[src/source/fpga_pkg.sv]
// shared constants for the meter control core
// register map, status layout, output word fields and mode codes
// modules pull these in with a wildcard import in their header
package fpga_pkg;

  localparam int REG_W      = 32;    // register width
  localparam int ADDR_W     = 7;     // header address field
  localparam int HDR_BITS   = 8;     // write flag + address
  localparam int FRAME_BITS = 40;    // header + one data word

  // register map
  localparam logic [ADDR_W-1:0] ADDR_SPI_MUX = 7'd0;
  localparam logic [ADDR_W-1:0] ADDR_4094    = 7'd1;
  localparam logic [ADDR_W-1:0] ADDR_MODE    = 7'd2;
  localparam logic [ADDR_W-1:0] ADDR_DIRECT  = 7'd3;
  localparam logic [ADDR_W-1:0] ADDR_STATUS  = 7'd4;

  // status word, magic in the low byte, flags above
  localparam int          MAGIC_W      = 8;
  localparam int          FLAGS_W      = 4;
  localparam logic [7:0]  STATUS_MAGIC = 8'hAA;

  localparam int OE_4094_BIT = 0;    // enable bit in reg 1

  // alternate function select
  localparam int               MODE_W       = 3;
  localparam logic [MODE_W-1:0] MODE_DIRECT  = 3'd0;
  localparam logic [MODE_W-1:0] MODE_PATTERN = 3'd3;

  // peripheral spi routing, zero parks the bus
  localparam logic [REG_W-1:0] SPI_MUX_4094 = 32'd1;
  localparam logic [REG_W-1:0] SPI_MUX_DAC  = 32'd2;

  // output word fields, lsb and width
  localparam int LEDS_LSB    = 0;
  localparam int LEDS_W      = 4;
  localparam int MONITOR_LSB = 4;
  localparam int MONITOR_W   = 8;
  localparam int PC_SW_LSB   = 12;
  localparam int PC_SW_W     = 2;
  localparam int AZMUX_LSB   = 14;
  localparam int AZMUX_W     = 4;
  localparam int REFMUX_LSB  = 18;
  localparam int REFMUX_W    = 4;
  localparam int CMPR_LATCH_BIT    = 22;
  localparam int SPI_INTR_BIT      = 23;
  localparam int MEAS_COMPLETE_BIT = 24;
  localparam int OUT_W             = 25;

  localparam int PATTERN_SHIFT = 4;  // low counter bits hidden from pattern

endpackage

[src/source/spi_frame_if.sv]
// strobes and data between the spi slave and the register bank
// slave side drives the decoded frame, bank side answers with read data
// plain strobes, no handshake
`timescale 1ns/100ps

interface spi_frame_if import fpga_pkg::*; ();

  logic [ADDR_W-1:0] addr;     // header address
  logic [REG_W-1:0]  wdata;    // last 32 bits shifted in
  logic              wr_stb;   // complete write frame
  logic              hdr_stb;  // header byte done
  logic [REG_W-1:0]  rdata;    // addressed register, stable until next hdr_stb

  modport slave (
    output addr, wdata, wr_stb, hdr_stb,
    input  rdata
  );

  modport bank (
    input  addr, wdata, wr_stb, hdr_stb,
    output rdata
  );

endinterface

[src/source/ctrl_if.sv]
// control register contents from the register bank to the pin mux
// all levels, updated whenever a register is written
`timescale 1ns/100ps

interface ctrl_if import fpga_pkg::*; ();

  logic [REG_W-1:0]  spi_mux;  // full routing register
  logic              oe_4094;  // 4094 output enable
  logic [MODE_W-1:0] mode;     // alternate function
  logic [REG_W-1:0]  direct;   // direct drive word

  modport bank (
    output spi_mux, oe_4094, mode, direct
  );

  modport mux (
    input spi_mux, oe_4094, mode, direct
  );

endinterface

[src/source/spi_slave.sv]
// spi slave, oversampled in the system clock domain
// sck, ss and sdi pass two-flop synchronizers, edges found one clock later
// frame is an 8 bit header (write flag + address) then 32 data bits, msb first
// sdo shifts the addressed register out during the data bits
`timescale 1ns/100ps

module spi_slave import fpga_pkg::*; (
  input  logic       clk,
  input  logic       rst_n_i,
  input  logic       sck_i,
  input  logic       ss_i,
  input  logic       sdi_i,
  output logic       sdo_o,
  spi_frame_if.slave frame
);

  logic [2:0]       sync_q1;   // {sck, ss, sdi}
  logic [2:0]       sync_q2;
  logic             sck_s;
  logic             ss_s;
  logic             sdi_s;
  logic             sck_d;     // for edge detect
  logic             ss_d;
  logic             sck_rise;
  logic             sck_fall;
  logic             ss_rise;
  logic [$clog2(FRAME_BITS+1)-1:0] bit_cnt;
  logic             wr_flag;
  logic [REG_W-1:0] rx_shift;
  logic [REG_W-1:0] rx_next;
  logic [REG_W-1:0] tx_shift;

  //////////////////////////////
  // synchronizers

  always_ff @(posedge clk or negedge rst_n_i) begin
    if (!rst_n_i) begin
      sync_q1 <= 3'b010;           // ss idles high
      sync_q2 <= 3'b010;
      sck_d   <= 1'b0;
      ss_d    <= 1'b1;
    end else begin
      sync_q1 <= {sck_i, ss_i, sdi_i};
      sync_q2 <= sync_q1;
      sck_d   <= sck_s;
      ss_d    <= ss_s;
    end
  end

  assign {sck_s, ss_s, sdi_s} = sync_q2;

  assign sck_rise = sck_s & ~sck_d & ~ss_s;   // only inside a frame
  assign sck_fall = ~sck_s & sck_d & ~ss_s;
  assign ss_rise  = ss_s & ~ss_d;             // end of frame

  assign rx_next = {rx_shift[REG_W-2:0], sdi_s};

  //////////////////////////////
  // deframing

  always_ff @(posedge clk or negedge rst_n_i) begin
    if (!rst_n_i) begin
      bit_cnt       <= '0;
      wr_flag       <= 1'b0;
      frame.addr    <= '0;
      frame.hdr_stb <= 1'b0;
      frame.wr_stb  <= 1'b0;
    end else begin
      frame.hdr_stb <= 1'b0;
      // only an exact 40 bit write frame commits
      frame.wr_stb  <= ss_rise && wr_flag && (bit_cnt == FRAME_BITS);
      if (ss_s) begin
        bit_cnt <= '0;
      end else if (sck_rise) begin
        if (bit_cnt != '1) begin
          bit_cnt <= bit_cnt + 1'b1;  // saturates on overlong frames
        end
        if (bit_cnt == HDR_BITS - 1) begin
          frame.addr    <= rx_next[ADDR_W-1:0];
          wr_flag       <= rx_next[HDR_BITS-1];
          frame.hdr_stb <= 1'b1;
        end
      end
    end
  end

  // data path, the last 32 bits in are the write word
  always_ff @(posedge clk) begin
    if (sck_rise) begin
      rx_shift <= rx_next;
    end
  end

  assign frame.wdata = rx_shift;

  //////////////////////////////
  // read data out

  // rdata is ready well before the falling edge after the header
  always_ff @(posedge clk or negedge rst_n_i) begin
    if (!rst_n_i) begin
      tx_shift <= '0;
    end else if (ss_s) begin
      tx_shift <= '0;              // sdo low when idle
    end else if (sck_fall) begin
      if (bit_cnt == HDR_BITS) begin
        tx_shift <= frame.rdata;   // msb goes out first
      end else begin
        tx_shift <= {tx_shift[REG_W-2:0], 1'b0};
      end
    end
  end

  assign sdo_o = tx_shift[REG_W-1];

endmodule

[src/source/reg_bank.sv]
// register bank behind the spi slave
// four writable control registers plus the read only status word
// writes land on wr_stb, read data is latched on hdr_stb
`timescale 1ns/100ps

module reg_bank import fpga_pkg::*; (
  input  logic               clk,
  input  logic               rst_n_i,
  input  logic [FLAGS_W-1:0] hw_flags_i,
  spi_frame_if.bank          frame,
  ctrl_if.bank               ctrl
);

  logic [REG_W-1:0] reg_spi_mux;
  logic [REG_W-1:0] reg_4094;
  logic [REG_W-1:0] reg_mode;
  logic [REG_W-1:0] reg_direct;
  logic [REG_W-1:0] reg_status;
  logic [REG_W-1:0] rd_mux;

  //////////////////////////////
  // writes

  always_ff @(posedge clk or negedge rst_n_i) begin
    if (!rst_n_i) begin
      reg_spi_mux <= '0;           // bus parked
      reg_4094    <= '0;           // 4094 not enabled at start up
      reg_mode    <= '0;           // direct mode
      reg_direct  <= '0;
    end else if (frame.wr_stb) begin
      case (frame.addr)
        ADDR_SPI_MUX: reg_spi_mux <= frame.wdata;
        ADDR_4094:    reg_4094    <= frame.wdata;
        ADDR_MODE:    reg_mode    <= frame.wdata;
        ADDR_DIRECT:  reg_direct  <= frame.wdata;
        default: ;                 // status and unknown, dropped
      endcase
    end
  end

  // magic byte lets the host check the link
  assign reg_status = {{(REG_W-FLAGS_W-MAGIC_W){1'b0}}, hw_flags_i, STATUS_MAGIC};

  //////////////////////////////
  // reads

  always_comb begin
    case (frame.addr)
      ADDR_SPI_MUX: rd_mux = reg_spi_mux;
      ADDR_4094:    rd_mux = reg_4094;
      ADDR_MODE:    rd_mux = reg_mode;
      ADDR_DIRECT:  rd_mux = reg_direct;
      ADDR_STATUS:  rd_mux = reg_status;
      default:      rd_mux = '0;   // unmapped reads zero
    endcase
  end

  // held for the whole data phase
  always_ff @(posedge clk) begin
    if (frame.hdr_stb) begin
      frame.rdata <= rd_mux;
    end
  end

  // control levels out to the pin mux
  assign ctrl.spi_mux = reg_spi_mux;
  assign ctrl.oe_4094 = reg_4094[OE_4094_BIT];
  assign ctrl.mode    = reg_mode[MODE_W-1:0];
  assign ctrl.direct  = reg_direct;

endmodule

[src/source/test_pattern.sv]
// free running test pattern for board bring-up
// a counter on every clock, low bits dropped so the leds change visibly
// leds field walks all 16 values once per 256 clocks
`timescale 1ns/100ps

module test_pattern import fpga_pkg::*; (
  input  logic             clk,
  input  logic             rst_n_i,
  output logic [OUT_W-1:0] pattern_o
);

  logic [OUT_W+PATTERN_SHIFT-1:0] count;

  always_ff @(posedge clk or negedge rst_n_i) begin
    if (!rst_n_i) begin
      count <= '0;
    end else begin
      count <= count + 1'b1;       // wraps
    end
  end

  assign pattern_o = count[OUT_W+PATTERN_SHIFT-1:PATTERN_SHIFT];

endmodule

[src/source/pin_mux.sv]
// alternate function pin mux
// picks the output word by mode and registers it onto the pins
// also steers the shared spi pins to the 4094 chain or the dac
// routed spi is combinational from the raw pins
`timescale 1ns/100ps

module pin_mux import fpga_pkg::*; (
  input  logic             clk,
  input  logic             rst_n_i,
  input  logic             sck_i,
  input  logic             sdi_i,
  input  logic             spi_cs2_i,
  input  logic [OUT_W-1:0] pattern_i,
  ctrl_if.mux              ctrl,
  output logic [OUT_W-1:0] out_word_o,
  output logic             glb_spi_clk_o,
  output logic             glb_spi_mosi_o,
  output logic             glb_4094_strobe_o,
  output logic             glb_4094_oe_o,
  output logic             spi_dac_ss_o
);

  logic [OUT_W-1:0] word_sel;
  logic             bus_parked;

  //////////////////////////////
  // output word by mode

  always_comb begin
    case (ctrl.mode)
      MODE_DIRECT:  word_sel = ctrl.direct[OUT_W-1:0];  // host drives every pin
      MODE_PATTERN: word_sel = pattern_i;               // bring-up pattern
      default:      word_sel = '0;                      // unused modes, all low
    endcase
  end

  always_ff @(posedge clk or negedge rst_n_i) begin
    if (!rst_n_i) begin
      out_word_o <= '0;
    end else begin
      out_word_o <= word_sel;
    end
  end

  //////////////////////////////
  // peripheral spi routing

  assign bus_parked = (ctrl.spi_mux == '0);

  assign glb_spi_clk_o  = bus_parked ? 1'b1 : sck_i;   // park hi
  assign glb_spi_mosi_o = bus_parked ? 1'b1 : sdi_i;   // park hi

  // strobe active hi, cs2 active lo
  assign glb_4094_strobe_o = (ctrl.spi_mux == SPI_MUX_4094) ? ~spi_cs2_i : 1'b0;

  // dac select active lo
  assign spi_dac_ss_o = (ctrl.spi_mux == SPI_MUX_DAC) ? spi_cs2_i : 1'b1;

  assign glb_4094_oe_o = ctrl.oe_4094;  // lo until host enables

endmodule

[src/source/fpga_top.sv]
// top level of the meter control core
// spi register bank plus alternate function pin mux, one clock domain
// plain pins here, interfaces only between the blocks
`timescale 1ns/100ps

module fpga_top import fpga_pkg::*; (
  input  logic                 clk,
  input  logic                 rst_n_i,
  // host spi
  input  logic                 sck_i,
  input  logic                 ss_i,
  input  logic                 sdi_i,
  input  logic                 spi_cs2_i,
  output logic                 sdo_o,
  input  logic [FLAGS_W-1:0]   hw_flags_i,
  // mode driven outputs
  output logic [LEDS_W-1:0]    leds_o,
  output logic [MONITOR_W-1:0] monitor_o,
  output logic [PC_SW_W-1:0]   pc_sw_o,
  output logic [AZMUX_W-1:0]   azmux_o,
  output logic [REFMUX_W-1:0]  adc_refmux_o,
  output logic                 adc_cmpr_latch_ctl_o,
  output logic                 spi_interrupt_ctl_o,
  output logic                 meas_complete_o,
  // peripheral spi, 4094 and dac
  output logic                 glb_spi_clk_o,
  output logic                 glb_spi_mosi_o,
  output logic                 glb_4094_strobe_ctl_o,
  output logic                 glb_4094_oe_ctl_o,
  output logic                 spi_dac_ss_o
);

  logic [OUT_W-1:0] pattern;
  logic [OUT_W-1:0] out_word;

  spi_frame_if frame_if ();
  ctrl_if      ctrl_bus ();

  //////////////////////////////
  // register access

  spi_slave u_spi_slave (
    .clk     (clk),
    .rst_n_i (rst_n_i),
    .sck_i   (sck_i),
    .ss_i    (ss_i),
    .sdi_i   (sdi_i),
    .sdo_o   (sdo_o),
    .frame   (frame_if.slave)
  );

  reg_bank u_reg_bank (
    .clk        (clk),
    .rst_n_i    (rst_n_i),
    .hw_flags_i (hw_flags_i),
    .frame      (frame_if.bank),
    .ctrl       (ctrl_bus.bank)
  );

  //////////////////////////////
  // outputs

  test_pattern u_test_pattern (
    .clk       (clk),
    .rst_n_i   (rst_n_i),
    .pattern_o (pattern)
  );

  pin_mux u_pin_mux (
    .clk               (clk),
    .rst_n_i           (rst_n_i),
    .sck_i             (sck_i),
    .sdi_i             (sdi_i),
    .spi_cs2_i         (spi_cs2_i),
    .pattern_i         (pattern),
    .ctrl              (ctrl_bus.mux),
    .out_word_o        (out_word),
    .glb_spi_clk_o     (glb_spi_clk_o),
    .glb_spi_mosi_o    (glb_spi_mosi_o),
    .glb_4094_strobe_o (glb_4094_strobe_ctl_o),
    .glb_4094_oe_o     (glb_4094_oe_ctl_o),
    .spi_dac_ss_o      (spi_dac_ss_o)
  );

  // leds and monitor sit lowest, most generic
  assign leds_o               = out_word[LEDS_LSB +: LEDS_W];
  assign monitor_o            = out_word[MONITOR_LSB +: MONITOR_W];
  assign pc_sw_o              = out_word[PC_SW_LSB +: PC_SW_W];
  assign azmux_o              = out_word[AZMUX_LSB +: AZMUX_W];
  assign adc_refmux_o         = out_word[REFMUX_LSB +: REFMUX_W];
  assign adc_cmpr_latch_ctl_o = out_word[CMPR_LATCH_BIT];
  assign spi_interrupt_ctl_o  = out_word[SPI_INTR_BIT];
  assign meas_complete_o      = out_word[MEAS_COMPLETE_BIT];

endmodule

[config.mk]
export PLATFORM = sky130hd
export DESIGN_NAME = fpga_top
export DESIGN_NICKNAME = d
export VERILOG_FILES = /design/src/source/fpga_pkg.sv /design/src/source/spi_frame_if.sv /design/src/source/ctrl_if.sv /design/src/source/spi_slave.sv /design/src/source/reg_bank.sv /design/src/source/test_pattern.sv /design/src/source/pin_mux.sv /design/src/source/fpga_top.sv
export SDC_FILE = /design/constraint.sdc
export NUM_CORES = 1
export LEC_CHECK = 0
export BUFFER_PORTS_ARGS = -buffer_cell sky130_fd_sc_hd__clkbuf_2
export CAP_MARGIN = 10
export CELL_PAD_IN_SITES_DETAIL_PLACEMENT = 1
export CELL_PAD_IN_SITES_GLOBAL_PLACEMENT = 1
export CORE_ASPECT_RATIO = 1.75
export CORE_MARGIN = 10
export CORE_UTILIZATION = 40
export CTS_BUF_LIST = sky130_fd_sc_hd__clkbuf_4 sky130_fd_sc_hd__clkbuf_8 sky130_fd_sc_hd__clkbuf_16
export CTS_CLUSTER_SIZE = 10
export DETAILED_ROUTE_END_ITERATION = 6
export GPL_ROUTABILITY_DRIVEN = 0
export GPL_TIMING_DRIVEN = 0
export PLACE_DENSITY_LB_ADDON = 0.1
export SLEW_MARGIN = 20
export SYNTH_ARGS = -nofsm -noshare
export SYNTH_HDL_FRONTEND = slang
export SYNTH_HIERARCHICAL = 1
export SYNTH_SLANG_ARGS = --single-unit
[constraint.sdc]
create_clock -name clk -period 3.78 [get_ports clk]
set_input_delay 0.945 -clock clk [delete_from_list [all_inputs] [get_ports clk]]
set_output_delay 0.945 -clock clk [all_outputs]
set_load 0.005 [all_outputs]
==> run metrics, run 1 <==
Die Footprint 0.0401 mm²; Filler cells about 3200; mapped cell area about 0.013 mm²; reg2reg start u_spi_slave/frame.addr[5]$_DFFE_PN0P_; biggest area consumer among synthesized cells dfrtp_1; top_reg_cell synth dfrtp_1; die width 156 µm; fin crit share 0.925; Overflow after GRT 0; initial antenna violation count 0; multi-input logic area approximately 0.0045 mm²; CTS root buffer clkbuf_16; Tot Pwr 6.78 mW; I/O pins 41; ys async rst share 0.788; core area around 0.032 mm²; Seq cells post-synth around 300; layer with the highest usage met2; share of the synthesized area in the top cell type 0.456; global-route track usage on met3 0.0239; clk sink count 302; # H-tree levels 2; max_slew headroom 0.451; cells on worst reg2reg path 4; Hold Slack about 0.35 ns; Post-CTS Hold Buffers 0; die height around 260 µm; Post-synth top cells 235 x dfrtp_1, 120 x mux2_2, 64 x edfxtp_1; M1 GR Usage 0.187; GR Util All Layers 0.154; CTS tree yes; startpoint types flop; run status finished clean; Final Max Slew Viols 0; Worst-Skew Late Latency roughly 0.54 ns; Critical Path RT approximately 2.8 ns; CP Max Fanout 4; Pwr Density 456 mW/mm²; Rows 86; r2r endpoint u_reg_bank/ctrl.spi_mux[2]$_DFFE_PN0P_; starting density of the core 0.407; vias in the first global route a little over 8000; met2 Track Usage GR 0.275; DR WL/cell about 22 µm; post-route minimum period about 3.5 ns; Antenna Cells 0; Seq/Total Area, Yosys 0.611; first-pass GRT wire length ~50 mm; post-synth net total a little under 900; critical path class reg2out; unrepaired setup endpoints after global routing no; HP Class reg2reg; endpoint class of the critical path output pin; post-cts sizing count 0; most common cell in the netlist dfrtp_1; worst-margin pin slew 0.817 ns; Post-synth EDFFs 64; R2R Setup Slk about 1.2 ns; # DRC 0; final hold violation count 0; cts bufs inserted 36; nets slightly below 1000; layout cells sized above 1 0.338; port bufs 40; routed vias/inst 5.28; synth warn 6; FF+latch area roughly 0.008 mm²; Worst Path Arrival between 2 and 3 ns; Syn Area/Cell 14.6 µm²; TritonRoute pass-1 iters 4; Post-DP HPWL between 20 and 25 mm; largest net degree at the start of global routing 85; Post-Route WL 30.3 mm; Area Growth Syn to Fin 15.3%; Synth cell types 62; Max-cap violations 0; Synth area leaders dfrtp_1 46%, edfxtp_1 15%, mux2_2 10%; CP Launch Point u_reg_bank/ctrl.spi_mux[17]$_DFFE_PN0P_; via count about 7300; clock skew about 0.016 ns; Clk pin slew, worst setup/hold paths roughly 0.060 ns; worst-case vdd ir drop ~0.32 mV; Mapped Cells a little under 900; post-route ant nets 0; initial DRC count between 200 and 300; Worst Setup EP spi_dac_ss_o; clk buf depth 3; LEAKAGE just under 7 nW; final setup fails 0; post-CTS setup buffer count 0; FMAX about 290 MHz
-- worst min path at each step --
| stage | cells past startpoint | startpoint | endpoint | slack (ns) |
|---|---|---|---|---|
| 5_1_grt | 0 | u_spi_slave/sync_q1[2]$_DFF_PN0_ | u_spi_slave/sync_q2[2]$_DFF_PN0_ | 0.36 |
| 3_5_place_dp | 0 | u_spi_slave/sync_q1[2]$_DFF_PN0_ | u_spi_slave/sync_q2[2]$_DFF_PN0_ | 0.35 |
| 6_report | 0 | u_spi_slave/sync_q1[2]$_DFF_PN0_ | u_spi_slave/sync_q2[2]$_DFF_PN0_ | 0.35 |
| 3_3_place_gp | 0 | u_spi_slave/sync_q1[2]$_DFF_PN0_ | u_spi_slave/sync_q2[2]$_DFF_PN0_ | 0.34 |
| 2_1_floorplan | 0 | u_spi_slave/sync_q1[0]$_DFF_PN0_ | u_spi_slave/sync_q2[0]$_DFF_PN0_ | 0.33 |
| 4_1_cts | 0 | u_spi_slave/sync_q1[2]$_DFF_PN0_ | u_spi_slave/sync_q2[2]$_DFF_PN0_ | 0.35 |
-- metal layers --
| layer | share of wire | vias up |
|---|---|---|
| li1 | - | 3338 |
| met1 | 0.42 | 3841 |
| met2 | 0.54 | 89 |
| met3 | 0.029 | 39 |
| met4 | 0.018 | 0 |
| met5 | 0 | - |
-- flip-flops by register name, indices dropped and copies added (netlist names), 3 cells and up --
register                 flops
u_spi_slave/sync_q1          3
u_reg_bank/ctrl.direct      32
u_reg_bank/reg_mode         32
u_reg_bank/frame.rdata      32
u_test_pattern/count        29
u_spi_slave/tx_shift        32
u_reg_bank/reg_4094         32
u_spi_slave/frame.wdata     32
u_spi_slave/frame.addr       7
u_spi_slave/bit_cnt          6
u_pin_mux/out_word_o        25
u_reg_bank/ctrl.spi_mux     32
u_spi_slave/sync_q2          3
-- final cells by class --
class                   instances  area share
plain buffers                  74      0.0341
flip-flops and latches        302       0.530
inverters                      13     0.00328
clock buffers                  59      0.0722
multi-input cells             491       0.300
well taps                     396      0.0333
repair buffers                 45      0.0228
clock inverters                 4     0.00387
-- cell usage in the layout, fill, tap and decap left out, types with 23 or more instances in the layout --
master / count
nand2_1: 45
nor2b_1: 24
buf_4: 35
clkbuf_2: 39
dfrtp_1: 234
clkbuf_4: 23
o21ai_1: 31
a22o_1: 26
mux2i_1: 41
mux4_2: 24
mux2_2: 120
edfxtp_1: 64
clkbuf_16: 36
-- per-stage QoR --
| stage | setup WS (ns) | instances | util | TNS [ns] | instance area (µm²) |
|---|---|---|---|---|---|
| global route | 0.155 | 1384 | 0.470 | 0 | 14900 |
| floorplan | 1.17 | 880 | - | 0 | 12900 |
| detailed placement | 0.769 | 1321 | 0.434 | 0 | 13700 |
| CTS | 0.225 | 1384 | 0.470 | 0 | 14900 |
| finish | 0.283 | 1384 | 0.470 | 0 | 14900 |
| global placement | -3.49 | 1316 | 0.429 | -819.69 | 13600 |
-- critical path: stages, from the launching register on --
cell      delay, ns
dfrtp_1        0.39
nor4_1         0.41
nand4_1        0.40
or4b_1         0.66
clkbuf_2       0.15
-- cells by family (layout without fill, tap and decap cells) --
kind of cell | count (synthesis) | in the layout | synth area share
DFF | 302 | 302 | 0.611
muxes | 204 | 204 | 0.198
and+or+nand+nor | 174 | 174 | 0.0815
buffers and inverters | 87 | 195 | 0.0431
AOI/OAI and AO/OA | 82 | 82 | 0.0440
xor gates and xnor gates | 28 | 28 | 0.0196
adders and majority gates | 3 | 3 | 0.00291
-- power by group --
part,switching (mW),internal [mW]
logic,0.0826,0.0235
clock network,1.36,1.96
registers,0.0164,3.34
Note: power is estimated with default switching activity, not from simulation.
==> inputs of run 2 (changes only) <==
--- a/config.mk
+++ b/config.mk
@@ -13,7 +13,6 @@
 export CORE_MARGIN = 10
 export CORE_UTILIZATION = 40
 export CTS_BUF_LIST = sky130_fd_sc_hd__clkbuf_4 sky130_fd_sc_hd__clkbuf_8 sky130_fd_sc_hd__clkbuf_16
-export CTS_CLUSTER_SIZE = 10
 export DETAILED_ROUTE_END_ITERATION = 6
 export GPL_ROUTABILITY_DRIVEN = 0
 export GPL_TIMING_DRIVEN = 0
==> constraint.sdc (replaced) <==
create_clock -name clk -period 3.78 [get_ports clk]
set_input_delay 0.756 -clock clk [delete_from_list [all_inputs] [get_ports clk]]
set_output_delay 0.756 -clock clk [all_outputs]
set_load 0.005 [all_outputs]
==> run 2 against run 1 <==
Non-clock buffer count stayed put. Sequential power hardly changed. Combinational power hardly changed. Setup slack better by 0.16 ns. Total power is 0.70% lower. Critical endpoint unchanged.
==> run metrics, run 2 (synthesis gave the netlist of run 1 again) <==
run status finished clean; commonest non-fill, non-tap cell in the layout dfrtp_1; Worst Path Arrival 2.58 ns (+0.03 ns); via count 7246 (-0.83%); clk sink count 302 (unchanged); fin crit share 0.882 (-0.0431); Worst-Skew Late Latency 0.56 ns (+0.02 ns); Overflow after GRT 0 (unchanged); Post-DP HPWL 21.1 mm (unchanged); Area Growth Syn to Fin 15.1%; post-CTS setup buffer count 0 (unchanged); FMAX 300 MHz (+4.9%); unrepaired setup endpoints after global routing no; CTS root buffer clkbuf_16; Die Footprint 0.0401 mm² (unchanged); routed vias/inst 5.26 (-0.33%); DP Worst Slack 1.00 ns (+0.235 ns); HP Class in2async; Antenna Cells 0 (unchanged); clock skew 0.0111 ns (-0.00483 ns); crit path cell chain nor4_1, nand4_1, or4b_1, clkbuf_2; die width 156 µm (unchanged); final setup margin 0.446 ns (+0.163 ns); startpoint types flop; final setup fails 0 (unchanged); Max-cap violations 0 (unchanged); Clk pin slew, worst setup/hold paths 0.06 ns (about the same); Critical Path RT 3.02 ns (+0.19 ns); Pwr Density 454 mW/mm² (-0.49%); vias in the first global route 8288 (+0.22%); endpoint class of the critical path output pin; Finished Layout Cells 1377 (-0.51%); worst-case vdd ir drop 0.309 mV (-2.4%); post-route minimum period 3.33 ns (-0.163 ns); # DRC 0 (unchanged); TritonRoute pass-1 iters 4 (unchanged); core area 0.0316 mm² (unchanged); post-cts sizing count 0 (unchanged); Final Max Slew Viols 0 (unchanged); CTS tree yes; clk buf depth 3 (unchanged); setup TNS 0 ns (unchanged); leading cell types in the layout, fill and taps excluded 234 x dfrtp_1, 120 x mux2_2, 64 x edfxtp_1, 45 x nand2_1, 41 x mux2i_1; post-route ant nets 0 (unchanged); layout cells sized above 1 0.333 (-0.00472); cts bufs inserted 30 (-17%); largest net degree at the start of global routing 85 (unchanged); GR Util All Layers 0.153 (-0.00160); Rows 86 (unchanged); final hold violation count 0 (unchanged); critical path class reg2out; first-pass GRT wire length 48.7 mm (-0.21%); starting density of the core 0.407 (unchanged); max_slew headroom 0.445 (-0.00568); Layout Utilization 0.469 (-0.000989); I/O pins 41 (unchanged); port bufs 40 (unchanged); DR WL/cell 21.8 µm (-0.34%); nets 970 (-0.61%); initial DRC count 362 (+22%); Inst Count DP 1321 (unchanged); Slowest cell on crit path or4b_1; LEAKAGE 6.70 nW (-0.51%); crit-path max cell delay 0.66 ns (about the same); initial antenna violation count 0 (unchanged); CP Max Fanout 4 (unchanged); Post-CTS Hold Buffers 0 (unchanged); worst-margin pin slew 0.825 ns (+0.00845 ns); die height 257 µm (unchanged); Post-Route WL 30.1 mm (-0.85%); # H-tree levels 1 (-1)
run 2: cell count changes in the layout (fill, tap and decap cells not counted), sizes merged:
cell and delta:
clkinvlp +4, clkinv +6, bufinv +5, clkbuf -22
run 2: path summary, 6_finish.rpt:
kind	startpoint	end	slack (ns)	cells after the start
worst max-delay path	u_reg_bank/ctrl.spi_mux[17]$_DFFE_PN0P_	spi_dac_ss_o	0.45	4
worst min-delay path	rst_n_i	u_spi_slave/tx_shift[25]$_DFFE_PN0P_	0.23	2
worst max register to register	u_spi_slave/frame.addr[5]$_DFFE_PN0P_	u_reg_bank/ctrl.spi_mux[6]$_DFFE_PN0P_	1.17	4
worst min register to register	u_spi_slave/sync_q1[1]$_DFF_PN1_	u_spi_slave/sync_q2[1]$_DFF_PN1_	0.35	0
max in group asynchronous	rst_n_i	u_spi_slave/sync_q1[1]$_DFF_PN1_	2.70	3
min in group clk	ss_i	u_spi_slave/sync_q1[1]$_DFF_PN1_	0.28	1
run 2: final cells by class:
| class | instances | area [µm²] |
|---|---|---|
| clock buffers | 37 | 863 |
| fillers | 3210 | 16800 |
| well taps | 396 | 495 |
| clock inverters | 19 | 236 |
| inverters | 13 | 48.8 |
| multi-input cells | 491 | 4460 |
| flip-flops and latches | 302 | 7880 |
| plain buffers | 74 | 507 |
| repair buffers | 45 | 339 |
run 2: report_power, final:
part           internal [mW]  switching, mW
Combinational         0.0235         0.0824
Sequential              3.34         0.0162
Clock                   1.97           1.31
run 2: critical path, delay by kind of cell (launching register included):
family                 cells  cell delay, ns
and+or+nand+nor            3            1.47
DFF                        1            0.40
buffers and inverters      1            0.14
run 2: stage by stage:
stage	power (mW)	hold WS (ns)	instance area, µm²
floorplan	3.43	0.331	12900
global placement	3.51	0.339	13600
detailed placement	3.53	0.347	13700
CTS	6.84	0.237	14800
global route	7.00	0.244	14800
finish	6.73	0.227	14800
run 2: layer usage:
layer | routed length (µm) | GRT usage
met1 | 12400 | 0.183
met5 | 0 | 0
met3 | 766 | 0.0184
met4 | 650 | 0.0451
met2 | 16200 | 0.276
